### src/rv_core_pkg.sv
/*
 * Widths, opcodes and control select encodings for the multicycle
 * RV64 core. Only the opcodes of the supported subset are listed.
 * Any other opcode passes through the core as a no-op.
 */
package rv_core_pkg;

    localparam int XLEN       = 64;
    localparam int ILEN       = 32;
    localparam int REG_ADDR_W = 5;
    localparam int NUM_REGS   = 32;

    // Base opcodes.
    localparam logic [6:0] OP_R      = 7'b0110011;
    localparam logic [6:0] OP_I      = 7'b0010011;
    localparam logic [6:0] OP_LOAD   = 7'b0000011;
    localparam logic [6:0] OP_STORE  = 7'b0100011;
    localparam logic [6:0] OP_BRANCH = 7'b1100011;
    localparam logic [6:0] OP_JAL    = 7'b1101111;
    localparam logic [6:0] OP_LUI    = 7'b0110111;

    // Funct3 of the ALU operations and of the two branches.
    localparam logic [2:0] F3_ADD_SUB = 3'b000;
    localparam logic [2:0] F3_SLL     = 3'b001;
    localparam logic [2:0] F3_SLT     = 3'b010;
    localparam logic [2:0] F3_SLTU    = 3'b011;
    localparam logic [2:0] F3_XOR     = 3'b100;
    localparam logic [2:0] F3_SRL_SRA = 3'b101;
    localparam logic [2:0] F3_OR      = 3'b110;
    localparam logic [2:0] F3_BEQ     = 3'b000;

    // ----------------------------------------------------------
    // Control selects.
    // ----------------------------------------------------------
    typedef enum logic [3:0] {
        ALU_ADD, ALU_SUB, ALU_AND, ALU_OR, ALU_XOR,
        ALU_SLL, ALU_SRL, ALU_SRA, ALU_SLT, ALU_SLTU
    } alu_op_e;

    typedef enum logic [2:0] {IMM_I, IMM_S, IMM_B, IMM_J, IMM_U} imm_type_e;

    typedef enum logic [1:0] {SRC_A_PC, SRC_A_OLD_PC, SRC_A_RS1} alu_src_a_e;

    typedef enum logic [1:0] {SRC_B_RS2, SRC_B_IMM, SRC_B_FOUR} alu_src_b_e;

    // Registered ALU result, load data, live ALU output, immediate.
    typedef enum logic [1:0] {RES_ALU_REG, RES_MEM_DATA, RES_ALU_NOW, RES_IMM} result_src_e;

    typedef enum logic {ADDR_PC, ADDR_DATA} addr_src_e;

endpackage
### src/core_ctrl_if.sv
/*
 * Control and status bundle between the control FSM and the datapath.
 * All members are level signals valid within the current cycle.
 */
`timescale 1ns/100ps

interface core_ctrl_if
    import rv_core_pkg::*;
();

    // Selects and enables from the FSM.
    alu_op_e     alu_op;
    imm_type_e   imm_type;
    alu_src_a_e  alu_src_a;
    alu_src_b_e  alu_src_b;
    result_src_e result_src;
    addr_src_e   addr_src;
    logic        reg_we;
    logic        pc_we;
    logic        instr_we;
    logic        mem_data_we;

    // Instruction fields and the ALU flag, back to the FSM.
    logic [6:0]  opcode;
    logic [2:0]  funct3;
    logic        funct7_bit5;
    logic        zero_flag;

    modport ctrl (
        output alu_op, imm_type, alu_src_a, alu_src_b, result_src, addr_src,
        output reg_we, pc_we, instr_we, mem_data_we,
        input  opcode, funct3, funct7_bit5, zero_flag
    );

    modport dp (
        input  alu_op, imm_type, alu_src_a, alu_src_b, result_src, addr_src,
        input  reg_we, pc_we, instr_we, mem_data_we,
        output opcode, funct3, funct7_bit5, zero_flag
    );

endinterface

### src/control_fsm.sv
/*
 * Multicycle sequencer: fetch, decode, execute, memory, writeback.
 * The memory strobes are state decodes and stay low while i_rst
 * holds the FSM in FETCH. Unknown opcodes retire after EXECUTE.
 */
`timescale 1ns/100ps

module control_fsm
    import rv_core_pkg::*;
(
    input  logic      i_clk,
    input  logic      i_rst,
    input  logic      i_mem_done,
    output logic      o_mem_read,
    output logic      o_mem_write,
    core_ctrl_if.ctrl ctrl_if
);

    typedef enum logic [2:0] {
        S_FETCH, S_FETCH_WAIT, S_DECODE, S_EXECUTE, S_MEM, S_MEM_WAIT, S_WRITEBACK
    } state_e;

    state_e    state;
    state_e    state_next;
    imm_type_e imm_sel;
    alu_op_e   op_decoded;
    logic      is_load;
    logic      take_branch;
    logic      pending;

    function automatic alu_op_e decode_alu_op(input logic [6:0] opcode,
                                              input logic [2:0] funct3,
                                              input logic       f7_bit5);
        case (funct3)
            // Only R-type uses bit 30 to pick sub.
            F3_ADD_SUB: return (opcode == OP_R && f7_bit5) ? ALU_SUB : ALU_ADD;
            F3_SLL:     return ALU_SLL;
            F3_SLT:     return ALU_SLT;
            F3_SLTU:    return ALU_SLTU;
            F3_XOR:     return ALU_XOR;
            F3_SRL_SRA: return f7_bit5 ? ALU_SRA : ALU_SRL;
            F3_OR:      return ALU_OR;
            default:    return ALU_AND;
        endcase
    endfunction

    assign op_decoded  = decode_alu_op(ctrl_if.opcode, ctrl_if.funct3, ctrl_if.funct7_bit5);
    assign is_load     = (ctrl_if.opcode == OP_LOAD);
    // Beq takes on a zero difference, bne on a nonzero one.
    assign take_branch = (ctrl_if.zero_flag == (ctrl_if.funct3 == F3_BEQ));

    always_comb begin
        case (ctrl_if.opcode)
            OP_STORE:  imm_sel = IMM_S;
            OP_BRANCH: imm_sel = IMM_B;
            OP_JAL:    imm_sel = IMM_J;
            OP_LUI:    imm_sel = IMM_U;
            default:   imm_sel = IMM_I;
        endcase
    end

    always_ff @(posedge i_clk) begin
        if (i_rst) begin
            state <= S_FETCH;
        end else begin
            state <= state_next;
        end
    end

    // ----------------------------------------------------------
    // Per-state selects and enables.
    // ----------------------------------------------------------
    always_comb begin
        state_next          = state;
        o_mem_read          = 1'b0;
        o_mem_write         = 1'b0;
        ctrl_if.alu_op      = ALU_ADD;
        ctrl_if.imm_type    = imm_sel;
        ctrl_if.alu_src_a   = SRC_A_PC;
        ctrl_if.alu_src_b   = SRC_B_FOUR;
        ctrl_if.result_src  = RES_ALU_REG;
        ctrl_if.addr_src    = ADDR_PC;
        ctrl_if.reg_we      = 1'b0;
        ctrl_if.pc_we       = 1'b0;
        ctrl_if.instr_we    = 1'b0;
        ctrl_if.mem_data_we = 1'b0;
        case (state)
            S_FETCH: begin
                // No start while reset holds the FSM here.
                o_mem_read = !i_rst;
                state_next = S_FETCH_WAIT;
            end
            S_FETCH_WAIT: begin
                // PC + 4 goes straight from the ALU into the PC.
                ctrl_if.result_src = RES_ALU_NOW;
                if (i_mem_done) begin
                    ctrl_if.instr_we = 1'b1;
                    ctrl_if.pc_we    = 1'b1;
                    state_next       = S_DECODE;
                end
            end
            S_DECODE: begin
                // Branch or jump target lands in the ALU result register.
                ctrl_if.alu_src_a = SRC_A_OLD_PC;
                ctrl_if.alu_src_b = SRC_B_IMM;
                state_next        = S_EXECUTE;
            end
            S_EXECUTE: begin
                ctrl_if.alu_src_a = SRC_A_RS1;
                ctrl_if.alu_src_b = SRC_B_IMM;
                state_next        = S_WRITEBACK;
                case (ctrl_if.opcode)
                    OP_R: begin
                        ctrl_if.alu_src_b = SRC_B_RS2;
                        ctrl_if.alu_op    = op_decoded;
                    end
                    OP_I: begin
                        ctrl_if.alu_op = op_decoded;
                    end
                    OP_LOAD, OP_STORE: begin
                        ctrl_if.result_src = RES_ALU_NOW;
                        state_next         = S_MEM;
                    end
                    OP_BRANCH: begin
                        ctrl_if.alu_src_b = SRC_B_RS2;
                        ctrl_if.alu_op    = ALU_SUB;
                        ctrl_if.pc_we     = take_branch;
                        state_next        = S_FETCH;
                    end
                    OP_JAL: begin
                        // Link value old_pc + 4 is computed as the PC jumps.
                        ctrl_if.alu_src_a = SRC_A_OLD_PC;
                        ctrl_if.alu_src_b = SRC_B_FOUR;
                        ctrl_if.pc_we     = 1'b1;
                    end
                    OP_LUI: begin
                        state_next = S_WRITEBACK;
                    end
                    default: begin
                        state_next = S_FETCH;
                    end
                endcase
            end
            S_MEM: begin
                ctrl_if.addr_src = ADDR_DATA;
                o_mem_read       = is_load;
                o_mem_write      = !is_load;
                state_next       = S_MEM_WAIT;
            end
            S_MEM_WAIT: begin
                ctrl_if.addr_src = ADDR_DATA;
                if (i_mem_done) begin
                    ctrl_if.mem_data_we = is_load;
                    state_next          = is_load ? S_WRITEBACK : S_FETCH;
                end
            end
            S_WRITEBACK: begin
                ctrl_if.reg_we = 1'b1;
                if (is_load) begin
                    ctrl_if.result_src = RES_MEM_DATA;
                end else if (ctrl_if.opcode == OP_LUI) begin
                    ctrl_if.result_src = RES_IMM;
                end
                state_next = S_FETCH;
            end
            default: begin
                state_next = S_FETCH;
            end
        endcase
    end

    // Outstanding transfer, from start to done.
    always_ff @(posedge i_clk) begin
        if (i_rst) begin
            pending <= 1'b0;
        end else if (o_mem_read || o_mem_write) begin
            pending <= 1'b1;
        end else if (i_mem_done) begin
            pending <= 1'b0;
        end
    end

    a_one_strobe: assert property (@(posedge i_clk) disable iff (i_rst)
        !(o_mem_read && o_mem_write));

    a_no_restart: assert property (@(posedge i_clk) disable iff (i_rst)
        (o_mem_read || o_mem_write) |-> !pending);

endmodule

### src/flat_wrapper.sv
// flat-port wrapper written by rule: the top's interface ports become plain ports
module control_fsm_flat import rv_core_pkg::*;
  (i_clk, i_rst, i_mem_done, o_mem_read, o_mem_write, ctrl_if_alu_op, ctrl_if_imm_type, ctrl_if_alu_src_a, ctrl_if_alu_src_b, ctrl_if_result_src, ctrl_if_addr_src, ctrl_if_reg_we, ctrl_if_pc_we, ctrl_if_instr_we, ctrl_if_mem_data_we, ctrl_if_opcode, ctrl_if_funct3, ctrl_if_funct7_bit5, ctrl_if_zero_flag);
  core_ctrl_if ctrl_if_i ();
  input  logic i_clk;
  input  logic i_rst;
  input  logic i_mem_done;
  output logic o_mem_read;
  output logic o_mem_write;
  output wire logic [$bits(ctrl_if_i.alu_op)-1:0] ctrl_if_alu_op;
  output wire logic [$bits(ctrl_if_i.imm_type)-1:0] ctrl_if_imm_type;
  output wire logic [$bits(ctrl_if_i.alu_src_a)-1:0] ctrl_if_alu_src_a;
  output wire logic [$bits(ctrl_if_i.alu_src_b)-1:0] ctrl_if_alu_src_b;
  output wire logic [$bits(ctrl_if_i.result_src)-1:0] ctrl_if_result_src;
  output wire logic [$bits(ctrl_if_i.addr_src)-1:0] ctrl_if_addr_src;
  output wire logic [$bits(ctrl_if_i.reg_we)-1:0] ctrl_if_reg_we;
  output wire logic [$bits(ctrl_if_i.pc_we)-1:0] ctrl_if_pc_we;
  output wire logic [$bits(ctrl_if_i.instr_we)-1:0] ctrl_if_instr_we;
  output wire logic [$bits(ctrl_if_i.mem_data_we)-1:0] ctrl_if_mem_data_we;
  input wire logic [$bits(ctrl_if_i.opcode)-1:0] ctrl_if_opcode;
  input wire logic [$bits(ctrl_if_i.funct3)-1:0] ctrl_if_funct3;
  input wire logic [$bits(ctrl_if_i.funct7_bit5)-1:0] ctrl_if_funct7_bit5;
  input wire logic [$bits(ctrl_if_i.zero_flag)-1:0] ctrl_if_zero_flag;
  assign ctrl_if_alu_op = ctrl_if_i.alu_op;
  assign ctrl_if_imm_type = ctrl_if_i.imm_type;
  assign ctrl_if_alu_src_a = ctrl_if_i.alu_src_a;
  assign ctrl_if_alu_src_b = ctrl_if_i.alu_src_b;
  assign ctrl_if_result_src = ctrl_if_i.result_src;
  assign ctrl_if_addr_src = ctrl_if_i.addr_src;
  assign ctrl_if_reg_we = ctrl_if_i.reg_we;
  assign ctrl_if_pc_we = ctrl_if_i.pc_we;
  assign ctrl_if_instr_we = ctrl_if_i.instr_we;
  assign ctrl_if_mem_data_we = ctrl_if_i.mem_data_we;
  assign ctrl_if_i.opcode = ctrl_if_opcode;
  assign ctrl_if_i.funct3 = ctrl_if_funct3;
  assign ctrl_if_i.funct7_bit5 = ctrl_if_funct7_bit5;
  assign ctrl_if_i.zero_flag = ctrl_if_zero_flag;
  control_fsm u_core (.i_clk(i_clk), .i_rst(i_rst), .i_mem_done(i_mem_done), .o_mem_read(o_mem_read), .o_mem_write(o_mem_write), .ctrl_if(ctrl_if_i));
endmodule
### config.mk
export PLATFORM = sky130hd
export DESIGN_NAME = control_fsm_flat
export DESIGN_NICKNAME = d
export VERILOG_FILES = /design/src/rv_core_pkg.sv /design/src/core_ctrl_if.sv /design/src/control_fsm.sv /design/src/flat_wrapper.sv
export SDC_FILE = /design/constraint.sdc
export NUM_CORES = 1
export LEC_CHECK = 0
export BUFFER_PORTS_ARGS = -buffer_cell sky130_fd_sc_hd__buf_2
export CORE_UTILIZATION = 40
export DETAILED_ROUTE_END_ITERATION = 7
export PLACE_DENSITY = 0.88
export SLEW_MARGIN = 20
export SYNTH_ARGS = -nofsm -noshare
export SYNTH_HDL_FRONTEND = slang
export SYNTH_SLANG_ARGS = --single-unit
### constraint.sdc
create_clock -name i_clk -period 2.3 [get_ports i_clk]
set_clock_uncertainty 0.15 [all_clocks]
set_input_delay 0.575 -clock i_clk [delete_from_list [all_inputs] [get_ports i_clk]]
set_output_delay 0.575 -clock i_clk [all_outputs]
set_load 0.1 [all_outputs]
==> results.sh, run 1 <==
export IMPL_run_status="aborted with a tool error"
export IMPL_last_stage_reached="3_5_place_dp"
export IMPL_tool_error="[ERROR DPL-0038] Utilization greater than 100%, impossible to legalize"
export IMPL_yosysSeqAreaShare_pct=11.4
export IMPL_synth_top_area_share_pct=11.4
export IMPL_rows=12
export IMPL_yosysUniqueCellTypes=41
export IMPL_synth_area_per_cell_sq_um=6.41
export IMPL_synth_edf_count=0
export IMPL_synth_area_sq_um=526
export IMPL_start_util_pct=45.5
export IMPL_ys_flop_type="dfxtp_1"
export IMPL_synth_area_leaders="dfxtp_1 11%, nand2_1 5.7%, nor2_1 5.0%"
export IMPL_ys_warnings_count=0
export IMPL_die_h_microns=38.2
export IMPL_synthCells=82
export IMPL_ioPinCount=35
export IMPL_globalplace_congestion=0.853
export IMPL_async_reset_ff_share_pct=0
export IMPL_yosys_register_bits=3
export IMPL_port_buffers=34
export IMPL_syn_nets=97
export IMPL_die_x_microns=38.2
export IMPL_yosysTopAreaCell="dfxtp_1"
metrics by stage:
stage	instances	cell area (sq um)	hold slack [ps]	setup WS (ps)	TNS [ps]
2_1_floorplan	82	683	416	-726	-5300
3_3_place_gp	155	1340	458	-334	-3540
logic make-up after synthesis:
kind of cell,share of synthesized area [%]
flops,11.4
buf+inv,8.10
xor+xnor,5.00
compound gates,30.7
simple gates,44.8
cells in the mapped netlist, types with 2 or more instances:
master and count:
a21oi_1 5, clkbuf_1 3, dfxtp_1 3, inv_1 5
inv_2 2, nand2_1 8, nand2b_1 3, nand3_1 4
nor2_1 7, nor2b_1 4, nor3_1 5, o21ai_0 2
o32ai_1 2, xor2_1 2
==> run 2, diff against run 1 <==
- CORE_AREA: unset -> 2 2 63 65
- CORE_UTILIZATION: 40 -> unset
- DIE_AREA: unset -> 0 0 65 67
- PLACE_DENSITY: 0.88 -> unset
- PLACE_DENSITY_LB_ADDON: unset -> 0.15
==> run 2 against run 1 <==
Effect of this change: the flow now finishes, with violations (setup timing); synthesized cell count is the same; area after synthesis did not move.
==> results.sh, run 2 <==
export IMPL_power_density_nw_per_um2=312
export IMPL_setup_viol=17
export IMPL_cts_root_buffer="clkbuf_8"
export IMPL_cp_cell_sequence="buf_6, or3b_4, or4_4, a21oi_4, buf_12"
export IMPL_wl_met2_microns=1360
export IMPL_max_freq_ghz=0.378
export IMPL_layout_common_cells="28 x buf_4, 19 x buf_12, 13 x buf_2"
export IMPL_finish_utilization_pct=45.4
export IMPL_globalplace_congestion=0.839
export IMPL_violations="setup timing"
export IMPL_start_util_pct=14.6
export IMPL_ir_worst_vdd_mv=0.239
export IMPL_synth_area_sq_um=526
export IMPL_grt_overflow=0
export IMPL_grt_max_degree=11
export IMPL_maxSlewViolCount=0
export IMPL_fill_cells=346
export IMPL_wirelength_microns=2450
export IMPL_cts_buffer_depth=2
export IMPL_port_buffers=34
export IMPL_cp_arrival_ps=1920
export IMPL_wirelength_met1_microns=1020
export IMPL_run_status="finished with violations"
export IMPL_synth_top_area_share_pct=11.4
export IMPL_total_power_w=0.000511
export IMPL_route_detailed_drc=0
export IMPL_yosysSeqAreaShare_pct=11.4
export IMPL_cpMaxStageDelayCell="or4_4"
export IMPL_cap_violations=0
export IMPL_n_antenna_cell=0
export IMPL_vias_per_cell=4.38
export IMPL_dp_cells=187
export IMPL_top_layer="met3"
export IMPL_synth_edf_count=0
export IMPL_synth_area_per_cell_sq_um=6.41
export IMPL_cts_buffers=3
export IMPL_hold_path_class="input pin to flip-flop"
export IMPL_finalNonFillerCells=202
export IMPL_critPathKind="input pin to output pin"
export IMPL_first_global_vias=914
export IMPL_design_die_area_sq_um=4360
export IMPL_cp_required_ps=1570
export IMPL_rows=22
export IMPL_yosys_register_bits=3
export IMPL_layout_drive_gt1_share_pct=67.5
export IMPL_syn2layout_area_growth_pct=211
export IMPL_period_share_pct=115
export IMPL_ioPinCount=35
export IMPL_grt_total_usage_pct=11.7
export IMPL_wire_per_inst_microns=12.1
export IMPL_drt_initial_drc_count=17
export IMPL_insertion_delay_ps=210
export IMPL_largest_register="u_core.state"
export IMPL_yosys_top_cells_count="8 x nand2_1, 7 x nor2_1, 5 x a21oi_1, 5 x inv_1, 5 x nor3_1"
export IMPL_synthCells=82
export IMPL_die_h_microns=67
export IMPL_ys_warnings_count=0
export IMPL_synth_most_common_cell="nand2_1"
export IMPL_crit_path_max_fanout=3
export IMPL_clock_sinks=3
export IMPL_layout_cells_most_common="buf_4"
export IMPL_syn_nets=97
export IMPL_reg_top3="u_core.state: 3 flops"
export IMPL_finalWorstSetupSlack_ps=-348
export IMPL_nNetsFinal=170
export IMPL_core_sq_um=3610
export IMPL_yosysTopAreaCell="dfxtp_1"
export IMPL_finalHoldViolations=0
export IMPL_endpoint_kind="output pin"
export IMPL_largest_reg_flops=3
export IMPL_postRouteAntennaNets=0
export IMPL_multi_input_comb_area_sq_um=648
export IMPL_htree_levels=1
export IMPL_register_area_sq_um=60.1
export IMPL_ys_flop_type="dfxtp_1"
export IMPL_synth_area_leaders="dfxtp_1 11%, nand2_1 5.7%, nor2_1 5.0%"
export IMPL_rsz0062_at_grt="yes"
export IMPL_dp_slack_ps=-371
export IMPL_antenna_found_initial=0
export IMPL_power_leakage_nw=0.718
export IMPL_max_stage_delay_ps=490
export IMPL_cts_tree="done"
export IMPL_vias=885
export IMPL_first_pass_iters=4
export IMPL_yosysUniqueCellTypes=41
export IMPL_clkTransAtPathRegs_ps=30
export IMPL_worst_slew_pin_slew_ps=484
export IMPL_relSlewSlack_pct=67.9
export IMPL_die_x_microns=65
export IMPL_finalCriticalPeriod_ps=2650
export IMPL_grt_pass1_wl_microns=4020
export IMPL_dr_wl_met3_microns=64
export IMPL_crit_path_start_kind="input pin"
export IMPL_async_reset_ff_share_pct=0
export IMPL_dp_hpwl_microns=1870
## run 2: cell counts after synthesis
No cell type changed its count.
## run 2: worst max-delay path: cells and delay by family
kind	cells	cell delay [ps]
AO/OA/AOI/OAI	1	180
buffers and inverters	2	280
AND/OR/NAND/NOR	2	880
## run 2: cell type report
type                            instances  share of cell area [%]
Tap cell                               48                    3.67
Sequential cell                         3                    3.67
Timing Repair Buffer                   72                    48.3
Inverter                                7                    1.99
Clock buffer                            4                    2.75
Multi-Input combinational cell         68                    39.6
## run 2: routing by layer
metal	vias up	track usage (%)
met5	-	0
met4	0	2.39
met3	0	0.845
met2	17	22.7
met1	425	14.0
li1	443	-
## run 2: cell families (layout without fill, tap and decap cells)
family,Yosys count,in the layout,synth area share [%]
AND/OR/NAND/NOR,42,42,44.8
XOR/XNOR,3,3,5.00
flip-flops,3,3,11.4
AO/OA/AOI/OAI,23,23,30.7
buffers and inverters,11,83,8.10
## run 2: worst paths after layout
check,slack (ps),cells after the start,endpoint,start
worst max-delay path,-350,5,ctrl_if_result_src[0],ctrl_if_opcode[3]
worst min-delay path,420,2,u_core.state[0],i_rst
worst max register to register,650,7,u_core.state[2],u_core.state[2]
worst min register to register,540,2,u_core.state[1],u_core.state[0]
## run 2: what timing repair did
action | in CTS | in global routing
hold buffers | 0 | 0
cloned | 1 | 0
pin swaps | 11 | 7
buffers inserted | 9 | 4
resized for setup | 28 | 14
setup endpoints to repair | 17 | 17
## run 2: power by group
part	internal (W)	switching (W)	leakage, nW
Clock	0.000118	0.0000339	0.0228
Combinational	0.000125	0.000176	0.670
Sequential	0.0000557	0.00000304	0.0248
## run 2: through the flow
| step | hold WS [ps] | TNS [ps] | cell area, sq um |
|---|---|---|---|
| after detailed placement | 514 | -4240 | 1340 |
| final | 421 | -3850 | 1640 |
| after CTS | 422 | -3320 | 1570 |
| after floorplan | 416 | -5300 | 683 |
| after global routing | 434 | -4790 | 1640 |
| after global placement | 490 | -4250 | 1340 |
(Power assumes the default switching activity.)
